File: config.mk
export PLATFORM = sky130hd
export DESIGN_NAME = uop_crack_top
export DESIGN_NICKNAME = d
export VERILOG_FILES = /design/src/common/uop_crack_pkg.sv /design/src/common/uop_stream_if.sv /design/src/cracker/uop_expander.sv /design/src/cracker/uop_sequencer.sv /design/src/thread_arbiter.sv /design/src/uop_crack_top.sv
export VERILOG_INCLUDE_DIRS = /design/src /design/src/common
export SDC_FILE = /design/constraint.sdc
export NUM_CORES = 1
export LEC_CHECK = 0
export BUFFER_PORTS_ARGS = -buffer_cell sky130_fd_sc_hd__buf_2
export CAP_MARGIN = 20
export CORE_MARGIN = 2
export CORE_UTILIZATION = 55
export CTS_BUF_LIST = sky130_fd_sc_hd__clkbuf_8 sky130_fd_sc_hd__clkbuf_16
export DETAILED_ROUTE_END_ITERATION = 8
export PLACE_DENSITY = 0.78
export SLEW_MARGIN = 10
export SYNTH_ARGS = -nofsm -noshare
export SYNTH_HDL_FRONTEND = slang
export SYNTH_SLANG_ARGS = --single-unit
File: constraint.sdc
create_clock -name clk -period 13.2 [get_ports clk]
set_input_delay 1.98 -clock clk [delete_from_list [all_inputs] [get_ports clk]]
set_output_delay 1.98 -clock clk [all_outputs]
set_load 0.05 [all_outputs]
File: src/common/uop_crack_settings.svh
// Register numbers are 5-bit literals and byte sizes are plain integers meant for offset math
`ifndef UOP_CRACK_SETTINGS_SVH
`define UOP_CRACK_SETTINGS_SVH

// ==========================================================================
// Group sizing
// ==========================================================================
`define UOP_MAX      8       // Slots carried per group
`define SLOT_BYTES   8       // One stack slot
`define FRAME_BYTES  32      // ENTER/EXIT frame footprint

// ==========================================================================
// Architectural registers touched by cracked sequences
// ==========================================================================
`define REG_SP  5'd31        // Stack pointer
`define REG_LR  5'd30        // Link register
`define REG_FP  5'd29        // Frame pointer
`define REG_LC  5'd28        // Loop counter

`endif

File: src/common/uop_crack_pkg.sv
// Opcode values are local to this core and loads and stores place the data register in rd
`include "uop_crack_settings.svh"

package uop_crack_pkg;

	// ======================================================================
	// Opcodes
	// ======================================================================
	typedef enum logic [5:0]
	{
		OP_NOP   = 6'h00,
		OP_ADD   = 6'h01,
		OP_ADDI  = 6'h02,      // rd = rs1 + imm
		OP_LOAD  = 6'h04,      // rd = mem[rs1 + imm]
		OP_STORE = 6'h05,      // mem[rs1 + imm] = rd
		OP_PUSH  = 6'h08,      // imm[1:0]+1 regs from rd
		OP_POP   = 6'h09,
		OP_ENTER = 6'h0C,
		OP_EXIT  = 6'h0D,
		OP_BCC   = 6'h10,      // Condition in rs2[2:0]
		OP_RET   = 6'h11,      // Target in rs1
		OP_BRK   = 6'h3F
	} opcode_t;

	// Fixed 32-bit format
	// imm is the signed offset or addend, rs2 is spare except on BCC
	typedef struct packed
	{
		logic signed [10:0] imm;
		logic [4:0]         rs2;
		logic [4:0]         rs1;
		logic [4:0]         rd;
		opcode_t            opcode;
	} instruction_t;

	// ======================================================================
	// Micro-ops
	// ======================================================================
	typedef struct packed
	{
		logic         v;       // Slot holds a live micro-op
		logic [2:0]   count;   // Group size on slot 0 only
		logic [2:0]   num;     // Position within the group
		instruction_t ins;
	} micro_op_t;

	// Whole group as produced by the expander
	typedef micro_op_t [`UOP_MAX-1:0] uop_group_t;

	// Sequencer
	typedef enum logic
	{
		SEQ_IDLE,              // Waiting for an instruction
		SEQ_ISSUE              // Handing out micro-ops
	} seq_state_t;

endpackage

File: src/common/uop_stream_if.sv
// Group is filled combinationally by the expander from ins and is valid only while valid is high
`timescale 1ns/1ps

interface uop_stream_if;
	import uop_crack_pkg::*;

	logic         valid;    // Offer pending
	logic         ready;    // Sequencer can take it
	instruction_t ins;      // Instruction from the granted thread
	logic         thread;   // Granted thread id
	uop_group_t   group;    // Expanded micro-ops for ins

	// Arbiter side
	modport src
	(
		output valid,
		output ins,
		output thread,
		input  ready
	);

	// Expander drives group and the sequencer drives ready
	modport dst
	(
		input  valid,
		input  ins,
		input  thread,
		output ready,
		output group
	);

endinterface

File: src/cracker/uop_expander.sv
// Purely combinational with groups of at most five and PUSH/POP limited to four registers
`timescale 1ns/1ps
`include "uop_crack_settings.svh"

module uop_expander
(
	uop_stream_if.dst arb_bus
);
	import uop_crack_pkg::*;

	instruction_t ir;
	instruction_t slot [`UOP_MAX];   // Instructions in issue order
	logic [2:0]   cnt;               // Live slots
	logic [2:0]   n_regs;            // PUSH/POP register count
	uop_group_t   grp;

	// Build a single-source template instruction
	function automatic instruction_t mk_ins(opcode_t op, logic [4:0] rd, logic [4:0] rs1,
		logic signed [10:0] imm);
		instruction_t t;
		t.imm    = imm;
		t.rs2    = 5'd0;
		t.rs1    = rs1;
		t.rd     = rd;
		t.opcode = op;
		return t;
	endfunction

	assign ir     = arb_bus.ins;
	assign n_regs = {1'b0, ir.imm[1:0]} + 3'd1;

	// ======================================================================
	// Opcode translation
	// ======================================================================
	always_comb
	begin
		for (int i = 0; i < `UOP_MAX; i++)
			slot[i] = '0;
		cnt     = 3'd1;
		slot[0] = ir;                    // Pass-through unless overridden
		case (ir.opcode)
		OP_PUSH:
			begin
				// Stores walk down from SP then SP drops by the whole run
				for (int k = 0; k < 4; k++)
					if (k < int'(n_regs))
						slot[k] = mk_ins(OP_STORE, ir.rd + 5'(k), `REG_SP,
							11'(-`SLOT_BYTES * (k + 1)));
				slot[n_regs] = mk_ins(OP_ADDI, `REG_SP, `REG_SP,
					11'(-`SLOT_BYTES * int'(n_regs)));
				cnt = n_regs + 3'd1;
			end
		OP_POP:
			begin
				for (int k = 0; k < 4; k++)
					if (k < int'(n_regs))
						slot[k] = mk_ins(OP_LOAD, ir.rd + 5'(k), `REG_SP,
							11'(`SLOT_BYTES * k));
				slot[n_regs] = mk_ins(OP_ADDI, `REG_SP, `REG_SP,
					11'(`SLOT_BYTES * int'(n_regs)));
				cnt = n_regs + 3'd1;
			end
		OP_ENTER:
			begin
				slot[0] = mk_ins(OP_STORE, `REG_FP, `REG_SP, 11'(-`FRAME_BYTES));
				slot[1] = mk_ins(OP_ADDI, `REG_FP, `REG_SP, 11'sd0);   // FP = SP
				slot[2] = mk_ins(OP_STORE, `REG_LR, `REG_SP,
					11'(`SLOT_BYTES - `FRAME_BYTES));
				slot[3] = mk_ins(OP_ADDI, `REG_SP, `REG_SP, 11'(-`FRAME_BYTES));
				cnt     = 3'd4;
			end
		OP_EXIT:
			begin
				slot[0] = mk_ins(OP_ADDI, `REG_SP, `REG_FP, 11'sd0);   // SP = FP
				slot[1] = mk_ins(OP_LOAD, `REG_FP, `REG_SP, 11'sd0);
				slot[2] = mk_ins(OP_LOAD, `REG_LR, `REG_SP, 11'(`SLOT_BYTES));
				slot[3] = mk_ins(OP_ADDI, `REG_SP, `REG_SP, 11'(`FRAME_BYTES));
				slot[4] = mk_ins(OP_RET, 5'd0, `REG_LR, 11'sd0);       // Return via LR
				cnt     = 3'd5;
			end
		OP_BCC:
			// Conditions 2 and 5 leave the loop counter alone
			if (ir.rs2[2:0] != 3'd2 && ir.rs2[2:0] != 3'd5)
			begin
				slot[0] = mk_ins(OP_ADDI, `REG_LC, `REG_LC, -11'sd1);
				slot[1] = ir;
				cnt     = 3'd2;
			end
		default:
			cnt = 3'd1;                  // ADD, ADDI, LOAD, STORE, NOP, RET, BRK
		endcase
	end

	// Stamp valid, position and size onto each slot
	always_comb
	begin
		for (int i = 0; i < `UOP_MAX; i++)
		begin
			grp[i].v     = (i < int'(cnt));
			grp[i].count = (i == 0) ? cnt : 3'd0;   // Size rides on slot 0 only
			grp[i].num   = 3'(i);
			grp[i].ins   = slot[i];
		end
	end

	assign arb_bus.group = grp;

endmodule

File: src/cracker/uop_sequencer.sv
// Accepting begins the cycle after reset releases and outputs hold while uop_ready is low
`timescale 1ns/1ps

module uop_sequencer
(
	input  logic                        clk,
	input  logic                        rst,
	uop_stream_if.dst                   arb_bus,
	output logic                        uop_valid,
	input  logic                        uop_ready,
	output uop_crack_pkg::instruction_t uop_ins,
	output logic [2:0]                  uop_num,
	output logic [2:0]                  uop_count,
	output logic                        uop_thread
);
	import uop_crack_pkg::*;

	seq_state_t state;
	uop_group_t grp;        // Captured group
	logic       thr;        // Owning thread
	logic [2:0] idx;        // Slot on the output
	logic       armed;      // Out of reset
	logic       uop_xfer;
	logic       last_uop;   // Final slot is transferring
	logic       accept;

	// ======================================================================
	// Output side
	// ======================================================================
	assign uop_valid  = (state == SEQ_ISSUE);
	assign uop_ins    = grp[idx].ins;
	assign uop_num    = grp[idx].num;
	assign uop_count  = grp[idx].count;
	assign uop_thread = thr;

	assign uop_xfer = uop_valid & uop_ready;
	assign last_uop = uop_xfer & (grp[idx].num == grp[0].count - 3'd1);

	// Take a new group when idle or as the last one drains
	assign arb_bus.ready = armed & ((state == SEQ_IDLE) | last_uop);
	assign accept        = arb_bus.valid & arb_bus.ready;

	always_ff @(posedge clk)
	begin
		if (rst)
		begin
			state <= SEQ_IDLE;
			idx   <= 3'd0;
			armed <= 1'b0;
		end
		else
		begin
			armed <= 1'b1;
			if (accept)
			begin
				state <= SEQ_ISSUE;          // Back-to-back reload lands here too
				idx   <= 3'd0;
			end
			else if (last_uop)
				state <= SEQ_IDLE;
			else if (uop_xfer)
				idx <= idx + 3'd1;
		end
	end

	// Payload capture
	always_ff @(posedge clk)
		if (accept)
		begin
			grp <= arb_bus.group;
			thr <= arb_bus.thread;
		end

endmodule

File: src/thread_arbiter.sv
// Threads must hold valid and the instruction until ready and the grant sticks while a stall lasts
`timescale 1ns/1ps

module thread_arbiter
(
	input  logic                        clk,
	input  logic                        rst,
	input  logic                        t0_valid,
	output logic                        t0_ready,
	input  uop_crack_pkg::instruction_t t0_ins,
	input  logic                        t1_valid,
	output logic                        t1_ready,
	input  uop_crack_pkg::instruction_t t1_ins,
	uop_stream_if.src                   arb_bus
);

	logic last_win;   // Thread that took the last transfer
	logic lock;       // An offer is stalled on ready
	logic lock_sel;   // Thread owning the stalled offer
	logic sel;        // Current grant
	logic xfer;

	// Grant choice
	always_comb
	begin
		if (lock)
			sel = lock_sel;                   // Keep the stalled offer steady
		else if (t0_valid && t1_valid)
			sel = ~last_win;                  // Both asking so the loser of last round wins
		else
			sel = t1_valid;                   // Only one or none asking
	end

	assign arb_bus.valid  = sel ? t1_valid : t0_valid;
	assign arb_bus.ins    = sel ? t1_ins : t0_ins;
	assign arb_bus.thread = sel;

	// Ready goes back to the granted thread only
	assign t0_ready = arb_bus.ready & ~sel;
	assign t1_ready = arb_bus.ready & sel;

	assign xfer = arb_bus.valid & arb_bus.ready;

	always_ff @(posedge clk)
	begin
		if (rst)
		begin
			last_win <= 1'b1;                 // Thread 0 has first priority
			lock     <= 1'b0;
			lock_sel <= 1'b0;
		end
		else if (xfer)
		begin
			last_win <= sel;
			lock     <= 1'b0;
		end
		else if (arb_bus.valid)
		begin
			lock     <= 1'b1;                 // Waiting on the sequencer
			lock_sel <= sel;
		end
	end

endmodule

File: src/uop_crack_top.sv
// Two threads share one cracker and the first micro-op follows an accepted instruction by one cycle
`timescale 1ns/1ps

module uop_crack_top
(
	input  logic                        clk,
	input  logic                        rst,
	// Thread 0 instruction stream
	input  logic                        t0_valid,
	output logic                        t0_ready,
	input  uop_crack_pkg::instruction_t t0_ins,
	// Thread 1 instruction stream
	input  logic                        t1_valid,
	output logic                        t1_ready,
	input  uop_crack_pkg::instruction_t t1_ins,
	// Micro-op output
	output logic                        uop_valid,
	input  logic                        uop_ready,
	output uop_crack_pkg::instruction_t uop_ins,
	output logic [2:0]                  uop_num,
	output logic [2:0]                  uop_count,
	output logic                        uop_thread
);

	// ======================================================================
	// Arbiter -> expander -> sequencer
	// ======================================================================
	uop_stream_if arb_bus();

	thread_arbiter thread_arbiter_i
	(
		.clk      (clk),
		.rst      (rst),
		.t0_valid (t0_valid),
		.t0_ready (t0_ready),
		.t0_ins   (t0_ins),
		.t1_valid (t1_valid),
		.t1_ready (t1_ready),
		.t1_ins   (t1_ins),
		.arb_bus  (arb_bus.src)
	);

	uop_expander uop_expander_i (.arb_bus(arb_bus.dst));   // Fills arb_bus.group

	uop_sequencer uop_sequencer_i
	(
		.clk        (clk),
		.rst        (rst),
		.arb_bus    (arb_bus.dst),
		.uop_valid  (uop_valid),
		.uop_ready  (uop_ready),
		.uop_ins    (uop_ins),
		.uop_num    (uop_num),
		.uop_count  (uop_count),
		.uop_thread (uop_thread)
	);

endmodule

==> Word level (Yosys, flattened, before mapping) <==
Index checks and enable logic that the tools add are counted.
{ "word_totals": {"mem_bits_rw": 0, "rom_bits": 0, "elab_cells": 142, "latchBits": 0, "memories": 0, "inputBits": 69, "output_inout_bits": 42, "ff_bits": 275} }
{ "op_classes": {"add_sub_neg": 8, "n_eq_ne": 8, "div": 0, "order_cmp": 14, "reduce_logical": 8, "n_shift": 0, "mux": 36, "bitwise_logic": 13, "multipliers": 0} }
{ "op_table": {"columns": ["op", "n"], "rows": [
  ["$bwmux W256", 2],
  ["$mux W32", 15],
  ["$pmux W64 S5", 1],
  ["$pmux W64 S4", 1],
  ["$pmux W96 S2", 1],
  ["$bmux W39 S3", 1],
  ["$demux W32 S3", 1],
  ["$pmux W32 S3", 1],
  ["$mux W64", 1],
  ["$mux W26", 2],
  ["$mux W38", 1],
  ["$mux W25", 1],
  ["$eq A6 B4 Y1 const B", 4],
  ["$lt A1 B3 Y1 const A", 4],
  ["$lt A2 B3 Y1 const A", 4],
  ["$pmux W3 S4", 1],
  ["$add A5 B2 Y5 const B", 2],
  ["$lt A3 B3 Y1 const A", 3],
  ["$neg A3 Y8", 1],
  ["$add A3 B1 Y3 const B", 2],
  ["$and A1 B1 Y1", 6],
  ["$eq A6 B5 Y1 const B", 1],
  ["$mux W1", 6],
  ["$add A5 B1 Y5 const B", 1],
  ["other kinds (16)", 24]
]} }

==> Depth between registers and ports, before layout <==
{ "depth": {"word_depth": 12, "depth_mapped": 11, "ltp_nobuf": 9} }

==> Worst setup path after synthesis <==
No wires, ideal clock.
{ "synth_path": {"path_kind": "input to output", "from": "input t0_valid", "to": "output t1_ready", "slack_ps": 7691, "arrival_ps": 3529, "cell_stages": 6, "n_path_buf": 3, "t_required_ps": 11220, "cell_sequence": "and2_1 o21a_4 buf_6 buf_4 clkbuf_1 nor2_1"} }
{ "synth_via": {"elab_chain_len": 4} }
{ "synth_rtl": {"columns": ["item", "line_no", "source"], "rows": [
  ["from (decl)", "uop_crack_top.sv:9", "input logic t0_valid,"],
  ["$logic_and A1 B1 Y1", "thread_arbiter.sv:28", "else if (t0_valid && t1_valid)"],
  ["$mux W1", "thread_arbiter.sv:28", null],
  ["$mux W1", "thread_arbiter.sv:26", "if (lock)"],
  ["$and A1 B1 Y1", "thread_arbiter.sv:40", "assign t1_ready = arb_bus.ready & sel;"],
  ["to (decl)", "uop_crack_top.sv:14", "output logic t1_ready,"]
]} }
Every way passes these cells.

==> Worst setup path in the final report <==
{ "layout_path": {"from": "input t0_valid", "to": "output t0_ready"} }
{ "layout_via": {"elab_chain_len": 5} }
{ "layout_rtl": {"columns": ["item", "line_no", "source"], "rows": [
  ["$logic_and A1 B1 Y1", "thread_arbiter.sv:28", null],
  ["$mux W1", "thread_arbiter.sv:28", null],
  ["$mux W1", "thread_arbiter.sv:26", null],
  ["$not A1 Y1", "thread_arbiter.sv:39", "assign t0_ready = arb_bus.ready & ~sel;"],
  ["$and A1 B1 Y1", "thread_arbiter.sv:39", null],
  ["to (decl)", "uop_crack_top.sv:10", "output logic t0_ready,"]
]} }
Every way passes these cells.

==> results.json <==
{
  "synth_cell_types": 64,
  "ys_seq_area_frac": 0.530,
  "max_stage_delay_ns": 0.51,
  "fin_crit_sh": 0.418,
  "cts_resized": 0,
  "grt_antenna_before_repair": 0,
  "cts_tree": "yes",
  "fin_skew_ns": 0.00665,
  "switchingPower_mw": 0.316,
  "r2r_start": "uop_sequencer_i.idx[0]",
  "crit_family": "buffers and inverters",
  "die-area_um2": 13400,
  "io_pins": 111,
  "initial_core_util": 0.568,
  "hp-class": "flop to flop",
  "fin_tns_setup_ns": 0,
  "grt_max_degree": 78,
  "vdd_drop_max_uv": 67.0,
  "worst_setup_path_end_kind": "output port",
  "cts_max_path_buffers": 2,
  "required_ns": 11.22,
  "synth_edf_count": 116,
  "synthAdderAreaFrac": 0.0200,
  "wl_um": 17500,
  "cts.sinks": 124,
  "status": "complete, no violations",
  "synth_flop_cell": "edfxtp_1",
  "p_int_mw": 0.818,
  "clk_latency_ns": 0.41,
  "synth-seq-cells": 124,
  "crit_path_start_kind": "input pin",
  "cp.arrival_ns": 3.54,
  "cts_hold_buf": 0,
  "drt_first_pass_iters": 6,
  "cp_common_cell": "buf_2",
  "drive_gt1_frac": 0.262,
  "crit_end": "t0_ready",
  "worst-path-stages": 6,
  "leakage_nw": 3.24,
  "synth_xor_area_frac": 0.0140,
  "nets": 784,
  "cp_max_fo": 40,
  "grt_usage": 0.273,
  "max_freq_mhz": 181,
  "crit_slowest_cell": "o21a_4",
  "drv_cap": 0,
  "synth-simple-area-share": 0.140,
  "setup_viol": 0,
  "drv_slew": 0,
  "rsz0062_at_grt": "no",
  "fp.coreArea_um2": 12100,
  "setup.worst_path.start": "t0_valid",
  "seqCellArea_um2": 3640,
  "synthCells": 601,
  "viasPerCell": 6.00,
  "synthMuxAreaShare": 0.155,
  "cp_num_buf_inv": 3,
  "fin_crit_ns": 5.52,
  "grt_overflow": 0,
  "grt_pass1_wl_um": 27300,
  "num_rows": 40,
  "drc": 0,
  "synth_compound_area_frac": 0.106,
  "power.total_mw": 1.13,
  "ant_nets": 0,
  "syn2layout_area_growth_pct": 17.8,
  "ff2ff_setup_slack_ns": 9.16,
  "drtIter0Drc": 634,
  "combPwrFrac": 0.182,
  "maxSlewHeadroom": 0.326,
  "port_buffers": 110,
  "seqPwrFrac": 0.416,
  "antennaDiodeCount": 0,
  "yosys_warnings": 0,
  "postCtsSetupRepairBufs": 0,
  "syn_area_per_cell_um2": 11.4,
  "clk_pin_slew_ns": 0.05,
  "numCtsBuffers": 17,
  "nFillCells": 945,
  "fp.dieH_um": 116,
  "cts-root-buf": "clkbuf_16",
  "num_vias": 5309,
  "grt_pass1_vias": 5143,
  "wl_per_cell_um": 19.8,
  "finalHoldViolCount": 0,
  "reg2reg_to": "uop_sequencer_i.grp[258]",
  "hpwlAfterDp_um": 11700,
  "pwr_density_cell_nw_per_um2": 140,
  "async_reset_ff_frac": 0,
  "r2r_cells": 7,
  "cts_max_level": 4,
  "tightest_slew_ns": 1.01,
  "syn_area_um2": 6880,
  "clkPwrFrac": 0.403,
  "path_cells": "buf_2, and2_1, o21a_4, inv_4, nor2_1, buf_2",
  "die_w_um": 116,
  "switching_share": 0.279,
  "multi_input_area_um2": 3010,
  "synth_top_family_by_area": "multiplexers",
  "critPathKind": "input pin to output port",
  "gp_congestion": 0.908
}
## synth_stat cells, types with 2 or more instances
| cell type | n | area [um2] |
|---|---|---|
| nor3b_1 | 2 | 15.0 |
| and2_1 | 7 | 43.8 |
| o31ai_1 | 2 | 15.0 |
| o22ai_1 | 4 | 25.0 |
| and3_1 | 2 | 12.5 |
| nand3b_1 | 3 | 22.5 |
| clkbuf_1 | 13 | 48.8 |
| mux2_2 | 5 | 56.3 |
| mux2i_2 | 4 | 55.1 |
| nor2_1 | 57 | 214 |
| dfxtp_1 | 8 | 160 |
| nand2_1 | 92 | 345 |
| a22oi_1 | 5 | 37.5 |
| or2_2 | 3 | 18.8 |
| o211ai_1 | 3 | 22.5 |
| o21ai_1 | 8 | 40.0 |
| nand3_1 | 10 | 50.1 |
| inv_1 | 17 | 63.8 |
| xnor2_1 | 11 | 96.3 |
| o221ai_1 | 5 | 43.8 |
| a21o_1 | 3 | 22.5 |
| nand2b_1 | 7 | 43.8 |
| mux2i_1 | 51 | 510 |
| a21oi_2 | 2 | 17.5 |
| o311a_1 | 2 | 20.0 |
| nor2b_1 | 5 | 31.3 |
| o21ai_0 | 32 | 160 |
| a21oi_1 | 26 | 130 |
| nor3_1 | 12 | 60.1 |
| mux4_2 | 18 | 405 |
| nor4b_4 | 2 | 47.6 |
| buf_6 | 2 | 22.5 |
| buf_2 | 15 | 75.1 |
| edfxtp_1 | 116 | 3480 |
| a31oi_1 | 5 | 31.3 |
| ha_1 | 11 | 138 |
| buf_4 | 2 | 15.0 |
| a31o_2 | 2 | 17.5 |
| a311oi_1 | 2 | 17.5 |
## through the flow
step / std cells / setup WS (ns) / instance area, um2 / hold slack, ns / util
floorplan: 603 / 7.69 / 6890 / 0.444 / -
global placement: 853 / 7.73 / 7520 / 0.469 / 0.621
detailed placement: 853 / 7.68 / 7520 / 0.500 / 0.621
CTS: 885 / 7.68 / 8100 / 0.515 / 0.669
global route: 885 / 7.59 / 8100 / 0.534 / 0.669
finish: 885 / 7.68 / 8100 / 0.513 / 0.669
## power by group through the flow
| stage | clock network, mW | logic [mW] | registers [mW] |
|---|---|---|---|
| final | 0.457 | 0.206 | 0.472 |
| after global routing | 0.475 | 0.221 | 0.473 |
| after CTS | 0.459 | 0.205 | 0.472 |
| after detailed placement | 0 | 0.204 | 0.479 |
| after global placement | 0 | 0.199 | 0.477 |
| after floorplan | 0 | 0.149 | 0.480 |
## state kept, by name (all words and copies together), names as in the netlist
register                    flops
thread_arbiter_i.last_win       1
thread_arbiter_i.lock           1
thread_arbiter_i.lock_sel       1
uop_sequencer_i.armed           1
uop_sequencer_i.grp           115
uop_sequencer_i.idx             3
uop_sequencer_i.uop_thread      1
uop_sequencer_i.uop_valid       1
## worst min path at each step
stage / from / endpoint / slack (ns) / depth (start not counted)
global placement: thread_arbiter_i.last_win / thread_arbiter_i.last_win / 0.47 / 2
CTS: thread_arbiter_i.last_win / thread_arbiter_i.last_win / 0.52 / 2
finish: thread_arbiter_i.last_win / thread_arbiter_i.last_win / 0.51 / 2
floorplan: thread_arbiter_i.last_win / thread_arbiter_i.last_win / 0.44 / 2
global route: thread_arbiter_i.last_win / thread_arbiter_i.last_win / 0.53 / 2
detailed placement: thread_arbiter_i.last_win / thread_arbiter_i.last_win / 0.50 / 2
## metal layers
layer  part of all wire  GRT usage  vias up
met5                  0          0        -
met4              0.018     0.0786        0
met3              0.085     0.0633       27
met2               0.50      0.460      299
met1               0.40      0.356     2552
li1                   -          -     2431
## cell families after synthesis
group | after synthesis
and+or+nand+nor | 209
DFF | 124
AOI/OAI and AO/OA | 114
muxes | 80
buffers and inverters | 51
adders and majority gates | 11
xor gates and xnor gates | 11
other | 1
## placed cells by master, fill, tap and decap left out, types with 11 or more instances in the layout
| cell | synthesis | layout |
|---|---|---|
| ha_1 | 11 | 11 |
| a21oi_1 | 26 | 26 |
| nor3_1 | 12 | 12 |
| clkbuf_16 | 0 | 17 |
| nor2_1 | 57 | 57 |
| edfxtp_1 | 116 | 116 |
| xnor2_1 | 11 | 11 |
| o21ai_0 | 32 | 32 |
| nand2_1 | 92 | 92 |
| inv_1 | 17 | 18 |
| mux4_2 | 18 | 18 |
| buf_2 | 15 | 110 |
| mux2i_1 | 51 | 51 |
## final cells by class
class                           count  share of cell area
Sequential cell                   124               0.450
Timing Repair Buffer              114              0.0717
Clock buffer                       17              0.0525
Tap cell                          168              0.0259
Multi-Input combinational cell    428               0.371
Inverter                           19             0.00942
Clock inverter                     15              0.0195
## worst register-to-register path, stage by stage (launching register included)
cell,delay (ns)
dfxtp_2,0.31
buf_4,0.65
inv_1,0.14
ha_1,0.34
o41ai_1,0.58
nand3_1,0.29
inv_4,0.44
buf_4,0.87
Power figures use the tool's default switching activity.
